==> config.mk <==
export PLATFORM = sky130hd
export DESIGN_NAME = queue_bank
export DESIGN_NICKNAME = d
export VERILOG_FILES = /design/src/logic/qbank_pkg.sv /design/src/logic/chan_fifo.sv /design/src/logic/wb_queue_port.sv /design/src/logic/queue_readback.sv /design/src/logic/queue_bank.sv
export SDC_FILE = /design/constraint.sdc
export NUM_CORES = 2
export LEC_CHECK = 0
export BUFFER_PORTS_ARGS = -buffer_cell sky130_fd_sc_hd__buf_2
export CAP_MARGIN = 0
export CORE_MARGIN = 2
export CORE_UTILIZATION = 30
export DETAILED_ROUTE_END_ITERATION = 10
export HOLD_SLACK_MARGIN = 0.02
export PLACE_DENSITY = 0.55
export RECOVER_POWER = 25
export SLEW_MARGIN = 10
export SYNTH_ARGS = -nofsm -noshare
export SYNTH_HDL_FRONTEND = slang
export SYNTH_HIERARCHICAL = 1
export SYNTH_SLANG_ARGS = --single-unit
==> constraint.sdc <==
create_clock -name clk -period 6.57 [get_ports clk]
set_input_delay 0.9855 -clock clk [delete_from_list [all_inputs] [get_ports clk]]
set_output_delay 0.9855 -clock clk [all_outputs]
set_load 0.005 [all_outputs]
==> src/logic/qbank_pkg.sv <==
`default_nettype none

package qbank_pkg;

    // Bus and field widths
    typedef logic [31:0] wb_data_t;
    typedef logic [11:0] wb_adr_t;
    typedef logic [3:0]  chan_t;
    typedef logic [5:0]  offset_t;
    typedef logic [6:0]  count_t;

    // Operation code in address bits 1:0
    typedef enum logic [1:0] {
        OP_PUSH   = 2'd0,
        OP_POP    = 2'd1,
        OP_PEEK   = 2'd2,
        OP_STATUS = 2'd3
    } queue_op_t;

    // Per-channel command, strobes last one cycle
    typedef struct packed {
        logic     push;
        logic     pop;
        logic     clear_ovf;
        offset_t  offset;
        wb_data_t data;
    } chan_cmd_t;

    // Per-channel status, sits in the low bits of the status word
    typedef struct packed {
        count_t count;
        logic   empty;
        logic   full;
        logic   almost_empty;
        logic   almost_full;
        logic   overflow;
    } chan_status_t;

    // Response selection, held through the ack cycle
    typedef struct packed {
        queue_op_t op;
        chan_t     channel;
        logic      valid_chan;
    } resp_sel_t;

endpackage

`default_nettype wire

==> src/logic/chan_fifo.sv <==
`timescale 1ns/10ps
`default_nettype none

module chan_fifo #(
    parameter int ADDR_WIDTH             = 3,
    parameter int ALMOST_FULL_THRESHOLD  = 2,
    parameter int ALMOST_EMPTY_THRESHOLD = 2
) (
    input  wire                          clk,
    input  wire                          rst_n,
    input  wire qbank_pkg::chan_cmd_t    cmd,
    output qbank_pkg::wb_data_t          rd_data,
    output qbank_pkg::wb_data_t          peek_data,
    output qbank_pkg::chan_status_t      status
);

    localparam int DEPTH = 1 << ADDR_WIDTH;
    localparam qbank_pkg::count_t DEPTH_COUNT = qbank_pkg::count_t'(DEPTH);
    localparam qbank_pkg::count_t AF_LEVEL =
        qbank_pkg::count_t'(DEPTH - ALMOST_FULL_THRESHOLD);
    localparam qbank_pkg::count_t AE_LEVEL =
        qbank_pkg::count_t'(ALMOST_EMPTY_THRESHOLD);

    qbank_pkg::wb_data_t mem [DEPTH];

    // Pointers carry one extra wrap bit
    logic [ADDR_WIDTH:0]   wr_ptr;
    logic [ADDR_WIDTH:0]   rd_ptr;
    logic [ADDR_WIDTH:0]   ptr_diff;
    logic [ADDR_WIDTH-1:0] peek_addr;
    qbank_pkg::count_t     count;
    logic                  empty;
    logic                  full;
    logic                  do_push;
    logic                  do_pop;
    logic                  peek_hit;
    logic                  overflow;

    assign ptr_diff = wr_ptr - rd_ptr;
    assign count    = qbank_pkg::count_t'(ptr_diff);
    assign empty    = (count == '0);
    assign full     = (count == DEPTH_COUNT);

    // A full channel drops the word
    assign do_push = cmd.push && !full;
    assign do_pop  = cmd.pop && !empty;

    always_ff @(posedge clk or negedge rst_n) begin
        if (!rst_n) begin
            wr_ptr <= '0;
        end else if (do_push) begin
            wr_ptr <= wr_ptr + 1'b1;
        end
    end

    always_ff @(posedge clk or negedge rst_n) begin
        if (!rst_n) begin
            rd_ptr <= '0;
        end else if (do_pop) begin
            rd_ptr <= rd_ptr + 1'b1;
        end
    end

    always_ff @(posedge clk) begin
        if (do_push) begin
            mem[wr_ptr[ADDR_WIDTH-1:0]] <= cmd.data;
        end
    end

    // Pop on empty keeps the last popped word
    always_ff @(posedge clk or negedge rst_n) begin
        if (!rst_n) begin
            rd_data <= '0;
        end else if (do_pop) begin
            rd_data <= mem[rd_ptr[ADDR_WIDTH-1:0]];
        end
    end

    // Sticky overflow; a fresh overflow beats a clear in the same cycle
    always_ff @(posedge clk or negedge rst_n) begin
        if (!rst_n) begin
            overflow <= 1'b0;
        end else if (cmd.push && full) begin
            overflow <= 1'b1;
        end else if (cmd.clear_ovf) begin
            overflow <= 1'b0;
        end
    end

    // Peek relative to the oldest entry, zero past the count
    assign peek_addr = rd_ptr[ADDR_WIDTH-1:0] + cmd.offset[ADDR_WIDTH-1:0];
    assign peek_hit  = ({1'b0, cmd.offset} < count);
    assign peek_data = peek_hit ? mem[peek_addr] : '0;

    always_comb begin
        status.count        = count;
        status.empty        = empty;
        status.full         = full;
        status.almost_empty = (count <= AE_LEVEL) && !empty;
        status.almost_full  = (count >= AF_LEVEL) && !full;
        status.overflow     = overflow;
    end

    // Pointer difference must stay within the buffer
    a_count_bound: assert property (
        @(posedge clk) disable iff (!rst_n)
        count <= DEPTH_COUNT
    ) else $error("chan_fifo count %0d above depth", count);

endmodule

`default_nettype wire

==> src/logic/wb_queue_port.sv <==
`timescale 1ns/10ps
`default_nettype none

module wb_queue_port #(
    parameter int NUM_CHANNELS = 4
) (
    input  wire                                     clk,
    input  wire                                     rst_n,
    input  wire                                     wb_cyc,
    input  wire                                     wb_stb,
    input  wire                                     wb_we,
    input  wire qbank_pkg::wb_adr_t                 wb_adr,
    input  wire qbank_pkg::wb_data_t                wb_dat_w,
    output logic                                    wb_ack,
    output qbank_pkg::chan_cmd_t [NUM_CHANNELS-1:0] cmd,
    output qbank_pkg::resp_sel_t                    resp_sel
);

    qbank_pkg::queue_op_t op;
    qbank_pkg::chan_t     chan;
    qbank_pkg::offset_t   offset;
    logic                 access;
    logic                 chan_ok;

    // First cycle of a request, before ack goes out
    assign access = wb_cyc && wb_stb && !wb_ack;

    // Address fields: offset, channel, operation
    assign op      = qbank_pkg::queue_op_t'(wb_adr[1:0]);
    assign chan    = wb_adr[5:2];
    assign offset  = wb_adr[11:6];
    assign chan_ok = (int'(chan) < NUM_CHANNELS);

    // Only the addressed channel sees a strobe
    always_comb begin
        for (int i = 0; i < NUM_CHANNELS; i++) begin
            cmd[i].push      = 1'b0;
            cmd[i].pop       = 1'b0;
            cmd[i].clear_ovf = 1'b0;
            cmd[i].offset    = offset;
            cmd[i].data      = wb_dat_w;
            if (access && (chan == qbank_pkg::chan_t'(i))) begin
                cmd[i].push      = wb_we && (op == qbank_pkg::OP_PUSH);
                cmd[i].pop       = !wb_we && (op == qbank_pkg::OP_POP);
                cmd[i].clear_ovf = !wb_we && (op == qbank_pkg::OP_STATUS);
            end
        end
    end

    // Single-cycle registered ack
    always_ff @(posedge clk or negedge rst_n) begin
        if (!rst_n) begin
            wb_ack <= 1'b0;
        end else begin
            wb_ack <= access;
        end
    end

    // Remember what the ack cycle has to return
    always_ff @(posedge clk or negedge rst_n) begin
        if (!rst_n) begin
            resp_sel.op         <= qbank_pkg::OP_PUSH;
            resp_sel.channel    <= '0;
            resp_sel.valid_chan <= 1'b0;
        end else if (access) begin
            resp_sel.op         <= op;
            resp_sel.channel    <= chan;
            resp_sel.valid_chan <= chan_ok;
        end
    end

    // Ack only while the master still holds the request
    a_ack_in_cycle: assert property (
        @(posedge clk) disable iff (!rst_n)
        wb_ack |-> (wb_cyc && wb_stb)
    ) else $error("wb_ack without cyc and stb");

endmodule

`default_nettype wire

==> src/logic/queue_readback.sv <==
`timescale 1ns/10ps
`default_nettype none

module queue_readback #(
    parameter int NUM_CHANNELS = 4
) (
    input  wire                                           clk,
    input  wire                                           rst_n,
    input  wire qbank_pkg::resp_sel_t                     resp_sel,
    input  wire qbank_pkg::wb_data_t [NUM_CHANNELS-1:0]   rd_data,
    input  wire qbank_pkg::wb_data_t [NUM_CHANNELS-1:0]   peek_data,
    input  wire qbank_pkg::chan_status_t [NUM_CHANNELS-1:0] status,
    input  wire                                           peek_req,
    output qbank_pkg::wb_data_t                           wb_dat_r,
    output logic                                          irq
);

    qbank_pkg::wb_data_t [NUM_CHANNELS-1:0]     peek_q;
    qbank_pkg::chan_status_t [NUM_CHANNELS-1:0] status_q;
    qbank_pkg::wb_data_t                        pop_word;
    qbank_pkg::wb_data_t                        peek_word;
    qbank_pkg::wb_data_t                        status_word;
    logic                                       irq_any;

    // Snapshot every channel on the access edge, so status is pre-edge
    always_ff @(posedge clk) begin
        if (peek_req) begin
            peek_q   <= peek_data;
            status_q <= status;
        end
    end

    // Pick the addressed channel; stays zero for an invalid channel
    always_comb begin
        pop_word    = '0;
        peek_word   = '0;
        status_word = '0;
        for (int i = 0; i < NUM_CHANNELS; i++) begin
            if (resp_sel.valid_chan && (resp_sel.channel == qbank_pkg::chan_t'(i))) begin
                pop_word    = rd_data[i];
                peek_word   = peek_q[i];
                status_word = qbank_pkg::wb_data_t'(status_q[i]);
            end
        end
    end

    always_comb begin
        case (resp_sel.op)
            qbank_pkg::OP_POP:    wb_dat_r = pop_word;
            qbank_pkg::OP_PEEK:   wb_dat_r = peek_word;
            qbank_pkg::OP_STATUS: wb_dat_r = status_word;
            default:              wb_dat_r = '0;
        endcase
    end

    // Any channel near full, full or overflowed
    always_comb begin
        irq_any = 1'b0;
        for (int i = 0; i < NUM_CHANNELS; i++) begin
            irq_any |= status[i].almost_full | status[i].full | status[i].overflow;
        end
    end

    always_ff @(posedge clk or negedge rst_n) begin
        if (!rst_n) begin
            irq <= 1'b0;
        end else begin
            irq <= irq_any;
        end
    end

endmodule

`default_nettype wire

==> src/logic/queue_bank.sv <==
`timescale 1ns/10ps
`default_nettype none

module queue_bank #(
    parameter int NUM_CHANNELS           = 4,
    parameter int ADDR_WIDTH             = 3,
    parameter int ALMOST_FULL_THRESHOLD  = 2,
    parameter int ALMOST_EMPTY_THRESHOLD = 2
) (
    input  wire                      clk,
    input  wire                      rst_n,
    input  wire                      wb_cyc,
    input  wire                      wb_stb,
    input  wire                      wb_we,
    input  wire qbank_pkg::wb_adr_t  wb_adr,
    input  wire qbank_pkg::wb_data_t wb_dat_w,
    output qbank_pkg::wb_data_t      wb_dat_r,
    output logic                     wb_ack,
    output logic                     irq
);

    qbank_pkg::chan_cmd_t [NUM_CHANNELS-1:0]    cmd;
    qbank_pkg::wb_data_t [NUM_CHANNELS-1:0]     rd_data;
    qbank_pkg::wb_data_t [NUM_CHANNELS-1:0]     peek_data;
    qbank_pkg::chan_status_t [NUM_CHANNELS-1:0] status;
    qbank_pkg::resp_sel_t                       resp_sel;
    wire                                        peek_req;

    // Access cycle as seen by the port
    assign peek_req = wb_cyc && wb_stb && !wb_ack;

    wb_queue_port #(
        .NUM_CHANNELS (NUM_CHANNELS)
    ) u_port (
        .clk      (clk),
        .rst_n    (rst_n),
        .wb_cyc   (wb_cyc),
        .wb_stb   (wb_stb),
        .wb_we    (wb_we),
        .wb_adr   (wb_adr),
        .wb_dat_w (wb_dat_w),
        .wb_ack   (wb_ack),
        .cmd      (cmd),
        .resp_sel (resp_sel)
    );

    for (genvar g = 0; g < NUM_CHANNELS; g++) begin : g_chan
        chan_fifo #(
            .ADDR_WIDTH             (ADDR_WIDTH),
            .ALMOST_FULL_THRESHOLD  (ALMOST_FULL_THRESHOLD),
            .ALMOST_EMPTY_THRESHOLD (ALMOST_EMPTY_THRESHOLD)
        ) u_fifo (
            .clk       (clk),
            .rst_n     (rst_n),
            .cmd       (cmd[g]),
            .rd_data   (rd_data[g]),
            .peek_data (peek_data[g]),
            .status    (status[g])
        );
    end

    queue_readback #(
        .NUM_CHANNELS (NUM_CHANNELS)
    ) u_readback (
        .clk       (clk),
        .rst_n     (rst_n),
        .resp_sel  (resp_sel),
        .rd_data   (rd_data),
        .peek_data (peek_data),
        .status    (status),
        .peek_req  (peek_req),
        .wb_dat_r  (wb_dat_r),
        .irq       (irq)
    );

endmodule

`default_nettype wire

==> Word level (Yosys, flattened, before mapping) <==
Memories as Yosys holds them, arrays and structs flattened. A register that Yosys moved wholly into a read port is not among the register bits.
Index checks and enable logic that the tools add are counted.
{ "classes": {"add_sub_neg": 16, "n_mul": 0, "n_div": 0, "n_lt_le_gt_ge": 13, "eq_ne": 15, "shifts": 0, "muxes": 33, "bitwise_logic": 11, "reduce_logical": 62} }
{ "op_table": {"columns": ["operator", "n"], "rows": [
  ["2-to-1 mux 32 bit", 8],
  ["one-hot mux 32 bit (3 select lines)", 1],
  ["2-to-1 mux 9 bit", 4],
  ["logical AND 1 bit", 33],
  ["adder 4 x 1 -> 4 bit, second input constant", 8],
  ["zero test 7 bit", 4],
  ["< comparator 6 x 4 -> 1 bit", 4],
  ["zero test 1 bit", 18],
  ["== test 4 x 2 -> 1 bit, second input constant", 4],
  ["== test 4 bit, second input constant", 4],
  ["greater-or-equal comparator 4 x 3 -> 1 bit, second input constant", 4],
  ["<= comparator 4 x 2 -> 1 bit, second input constant", 4],
  ["2-to-1 mux 1 bit", 16],
  ["subtractor 4 bit", 4],
  ["adder 3 bit", 4],
  ["2-to-1 mux 3 bit", 4],
  ["bitwise OR 1 bit", 11],
  ["== test 4 x 1 -> 1 bit, second input constant", 2],
  ["zero test 4 bit", 2],
  ["nonzero test 2 bit", 4],
  ["== test 2 bit, second input constant", 3],
  ["== test 2 x 1 -> 1 bit, second input constant", 2],
  ["< comparator 4 x 3 -> 1 bit, second input constant", 1],
  ["zero test 2 bit", 1]
]} }
{ "word_totals": {"ff_bits": 81, "latchBits": 0, "mem_bits_rw": 1024, "mem_bits_ro": 0, "in_bits": 49, "word_cells": 195, "mem_count": 4} }
{ "memory_table": {"columns": ["memory", "words", "width", "read_ports", "rd_clocked_by_memory_dff", "write_ports", "line", "rtl"], "rows": [
  ["g_chan[0].u_fifo.mem", 8, 32, 2, 2, 1, "chan_fifo.sv:24", "qbank_pkg::wb_data_t mem [DEPTH];"],
  ["g_chan[1].u_fifo.mem", 8, 32, 2, 2, 1, "chan_fifo.sv:24", null],
  ["g_chan[2].u_fifo.mem", 8, 32, 2, 2, 1, "chan_fifo.sv:24", null],
  ["g_chan[3].u_fifo.mem", 8, 32, 2, 2, 1, "chan_fifo.sv:24", null]
]} }

==> Logic depth before layout (Yosys ltp) <==
{ "logic_depth": {"word_depth": 9, "ltp_mapped": 13} }

==> Cells and area by module <==
The synthesis kept the hierarchy.
{ "by_module_without_submodules": {"columns": ["mod", "instances", "cells_each", "area_each_um2", "seq_area_each_um2"], "rows": [
  ["chan_fifo at g_chan[0].u_fifo", 1, 905, 14301.2, 8713.4],
  ["chan_fifo at g_chan[2].u_fifo", 1, 838, 14151.1, 8713.4],
  ["chan_fifo at g_chan[1].u_fifo", 1, 823, 14087.3, 8713.4],
  ["chan_fifo at g_chan[3].u_fifo", 1, 869, 13953.4, 8713.4],
  ["queue_readback", 1, 503, 7800.0, 5310.1],
  ["wb_queue_port", 1, 191, 1587.8, 200.2],
  ["queue_bank", 1, 1, 8.8, 0.0]
]} }

==> Worst setup path before layout <==
OpenSTA, ideal clock, no wires.
{ "synth_timing": {"kind": "register to register", "start": "register g_chan[2].u_fifo.rd_ptr[2]", "end": "memory g_chan[2].u_fifo/mem[2][0] (netlist bit), enable pin", "setup_time_ps": 513, "arrival_time_ps": 5516, "slack_ps": 540, "stages_incl_launch_ff": 11, "n_path_buf": 3, "period_less_slack_ps": 6030, "path_cell_list": "dfrtp_1 -> buf_2 -> buf_2 -> inv_1 -> clkbuf_1 -> ha_1 -> and3b_4 -> o21ai_0 -> and2_4 -> o21ai_2 -> nor4b_1"} }
{ "synth_via": {"elab_chain_cells": 6} }
{ "synth_lines": {"columns": ["element", "line", "rtl"], "rows": [
  ["start: declaration", "chan_fifo.sv:28", "logic [ADDR_WIDTH:0] rd_ptr;"],
  ["start signal: assignment", "chan_fifo.sv:60", "rd_ptr <= rd_ptr + 1'b1;"],
  ["subtractor 4 bit", "chan_fifo.sv:39", "assign ptr_diff = wr_ptr - rd_ptr;"],
  ["== test 4 bit", "chan_fifo.sv:42", "assign full = (count == DEPTH_COUNT);"],
  ["zero test 1 bit", "chan_fifo.sv:45", "assign do_push = cmd.push && !full;"],
  ["logical AND 1 bit", "chan_fifo.sv:45", null],
  ["2-to-1 mux 1 bit", "chan_fifo.sv:65", "if (do_push) begin"],
  ["2-to-1 mux 1 bit (not written as such)", "chan_fifo.sv:66", "mem[wr_ptr[ADDR_WIDTH-1:0]] <= cmd.data;"],
  ["end: declaration", "chan_fifo.sv:24", null]
]} }
No other way between the ends.

==> Worst setup path after layout <==
{ "layout_timing": {"start": "register u_port/resp_sel[1] (netlist name)", "end": "output wb_dat_r[30]"} }
{ "layout_via": {"elab_chain_cells": 7, "elab_cells_between_ends": 17} }
{ "layout_lines": {"columns": ["element", "line", "rtl"], "rows": [
  ["zero test 4 bit", "queue_readback.sv:39", "if (resp_sel.valid_chan && (resp_sel.channel == qbank_pkg::chan_t'(i))) begin"],
  ["logical AND 1 bit", "queue_readback.sv:39", null],
  ["2-to-1 mux 32 bit (4 in a row)", "queue_readback.sv:39", null],
  ["one-hot mux 32 bit (3 select lines) (*)", "queue_readback.sv:48", "case (resp_sel.op)"],
  ["end: declaration", "queue_bank.sv:17", "output qbank_pkg::wb_data_t wb_dat_r,"]
]} }
Every way passes the cells marked *; elsewhere a longest branch is shown, timed or not.

==> impl_metrics.py <==
metrics = {
    "floorplanning": {
        "die_x_um": 473,
        "pin_count": 83,
        "row_count": 172,
        "design.core.area_um2": 219000,
        "die-area_um2": 223000,
        "die_h_um": 473,
        "initial_core_util": 0.301,
    },
    "finish": {
        "nets": 4100,
        "layout_common_cells": "edfxtp_1 (1200), mux4_2 (410), mux2i_1 (385)",
        "mostFrequentLayoutCell": "edfxtp_1",
        "seq_area_um2": 40400,
        "nFillCells": 20800,
        "area_growth_pct": 12.0,
        "multi_input_area_um2": 23000,
        "drive_gt1_frac": 0.262,
    },
    "logic_synthesis": {
        "seq_area_frac_synth": 0.613,
        "ys_ff_latch": 1373,
        "synthesis.area_um2": 65900,
        "yosysTopAreaCellShare": 0.547,
        "synth.distinct_cells": 76,
        "ys_top_cells_by_area": "edfxtp_1 (55%), mux4_2 (14%), dfrtp_1 (6.6%)",
        "ys_warn_count": 6,
        "syn_area_per_cell_um2": 16.0,
        "synth_top_cell_by_area": "edfxtp_1",
        "async_reset_ff_frac": 0.126,
        "synth-edff-count": 1200,
        "synthCells": 4130,
        "synthFlopType": "edfxtp_1",
    },
    "setup_path": {
        "slowest_delay_ns": 0.84,
        "critical_path.cell_chain": "buf_12, mux2i_1, o22ai_1, nor2_1, a211oi_1, buf_2",
        "cp_max_fo": 62,
        "worst-path-buf-inv": 2,
        "cp.arrival_ns": 4.04,
        "critPathTopFamily": "compound AO/OA/AOI/OAI gates",
        "cp.required_ns": 5.58,
        "critPathCaptureType": "output pin",
        "crit_type": "register to output pin",
        "cp_slowest_cell": "dfrtp_4",
        "start_kind": "register",
    },
    "grt": {
        "gr-total-overflow": 0,
        "track_usage": 0.176,
        "grt_pass1_wl_um": 285000,
        "grt_start_max_net_pins": 105,
        "grt_pass1_vias": 38100,
        "antenna_found_initial": 9,
    },
    "clock_network": {
        "cts_tree": "yes",
        "cts_hold_buffers": 0,
        "post_cts_resized": 0,
        "clock-sinks": 1373,
        "cts_buffer_depth": 3,
        "root_buffer": "clkbuf_16",
        "clkTransAtPathRegs_ns": 0.06,
        "cts_made_buffers": 153,
        "post-cts-setup-buffer-count": 0,
        "htreeDepth": 4,
        "clock_latency_ns": 0.79,
    },
    "pwr": {
        "clock_power_share": 0.450,
        "switching_share": 0.232,
        "total_power_mw": 20.5,
        "p_switching_mw": 4.77,
        "intPower_mw": 15.7,
        "comb_power_share": 0.080,
        "p_leak_nw": 25.2,
        "cellPowerDensity_nw_per_um2": 278,
        "pwr-share-seq": 0.470,
        "peakVddDrop_uv": 220,
    },
    "timing": {
        "fmax_mhz": 199,
        "finalClockSkew_ns": 0.0250,
        "setup_tns_ns": 0,
        "finalCriticalPeriod_ns": 5.03,
        "finalHoldViolCount": 0,
        "tightest_slew_ns": 1.81,
        "slew_violations": 660,
        "post-route-period-util": 0.765,
        "rsz0062_at_grt": "false",
        "setup_violations": 0,
        "relSlewSlack": -0.205,
    },
    "place": {
        "hpwl_um": 122000,
        "gp_congestion": 0.812,
        "port_buffers": 82,
    },
    "routing": {
        "drc_errors": 0,
        "num_vias": 38100,
        "drt_first_pass_iters": 6,
        "wire_per_inst_um": 28.5,
        "avgViaCountPerCell": 5.43,
        "drtIter0Drc": 3893,
        "ant_nets": 0,
        "drt-total-wl_um": 200000,
    },
    "min_path": {
        "hold_class": "input pin to async pin",
    },
    "outcome": {
        "outcome": "finished, violations left",
        "violations": "max-capacitance violations, max-slew violations",
    },
    "run": {
        "cap_violations": 20,
    },
}
-- state kept, by name, indices dropped and copies added, names as in the netlist --
| name | cells |
|---|---|
| g_chan.u_fifo/mem | 1024 |
| g_chan.u_fifo/overflow | 4 |
| g_chan.u_fifo/rd_data | 128 |
| g_chan.u_fifo/rd_ptr | 16 |
| g_chan.u_fifo/wr_ptr | 16 |
| u_port/resp_sel | 7 |
| u_port/wb_ack | 1 |
| u_readback/irq | 1 |
| u_readback/peek_q | 128 |
| u_readback/status_q | 48 |
-- synthesized netlist by cell type, types with 7 or more instances --
master and n:
nor2_1 44, nor3_1 95, a21oi_1 24, clkbuf_1 148, nand4_1 36, nand2b_1 8
buf_1 22, nand3_1 127, o22ai_1 58, a221oi_1 7, a211oi_1 7, nor2b_1 40
ha_1 32, nand2_1 310, buf_4 183, a21o_1 8, inv_1 43, edfxtp_1 1200
and4bb_1 9, a22oi_1 17, mux2_2 77, mux2i_1 385, buf_2 97, o21ai_0 166
xnor2_1 23, o211ai_1 35, o22a_1 24, nor3_2 30, buf_6 19, a31oi_1 23
o21ai_1 16, mux4_2 410, a2111oi_2 20, nor4_1 22, nor4_2 32, and4b_1 10
a2111oi_0 32, dfrtp_1 173, o31ai_1 13, xor2_1 20, fa_1 8
-- kinds of logic (layout without fill, tap and decap cells) --
logic type,count (synthesis),in the layout,synth area share
compound gates,463,463,0.0472
xor+xnor,50,50,0.00767
flops,1373,1373,0.613
simple gates,807,807,0.0672
mux,872,872,0.212
buf+inv,517,521,0.0440
fa+ha+maj,44,44,0.00919
other cells,4,14,0.000228
-- power by group through the flow --
stage	Sequential, mW	Combinational [mW]	Clock, mW
after floorplan	9.77	1.11	0
after global placement	9.82	1.64	0
after detailed placement	9.82	1.65	0
after CTS	9.64	1.65	9.37
after global routing	9.64	1.72	9.70
final	9.64	1.63	9.23
-- metal layers --
| layer | track usage | up-vias | wire [um] |
|---|---|---|---|
| met5 | 0 | - | 12 |
| met4 | 0.0605 | 2 | 6850 |
| met3 | 0.0240 | 286 | 11000 |
| met2 | 0.295 | 1411 | 98100 |
| met1 | 0.236 | 20300 | 84000 |
| li1 | - | 16100 | - |
-- stage by stage --
step | cell area [um2] | worst slack (ns) | utilization | cells | hold slack, ns
3_5_place_dp | 68400 | 1.91 | 0.312 | 6727 | 0.465
4_1_cts | 73800 | 1.43 | 0.337 | 7013 | 0.193
2_1_floorplan | 65900 | 0.540 | - | 4138 | 0.444
6_report | 73800 | 1.54 | 0.337 | 7015 | 0.153
3_3_place_gp | 68400 | 2.03 | 0.312 | 6727 | 0.456
5_1_grt | 73800 | 1.43 | 0.337 | 7013 | 0.175
-- final timing paths --
path | slack [ns] | end | depth (start not counted) | startpoint
worst min-delay path | 0.15 | u_readback/irq | 1 | rst_n
max in group asynchronous | 5.06 | g_chan[3].u_fifo/rd_ptr[0] | 2 | rst_n
worst min register to register | 0.48 | g_chan[1].u_fifo/rd_data[15] | 2 | g_chan[1].u_fifo/rd_data[15]
worst max register to register | 2.08 | u_readback/peek_q[4] | 11 | g_chan[0].u_fifo/rd_ptr[0]
worst max-delay path | 1.54 | wb_dat_r[30] | 6 | u_port/resp_sel[1]
min in group clk | 0.47 | u_port/resp_sel[5] | 2 | wb_adr[0]
-- cell type report --
type,instances,share of cell area
diodes,2,0.0000678
clock inverters,89,0.0162
clock buffers,197,0.0572
flip-flops and latches,1373,0.547
inverters,47,0.00239
well taps,2871,0.0487
multi-input cells,2248,0.311
repair buffers,188,0.0167
(Power assumes the default switching activity.)
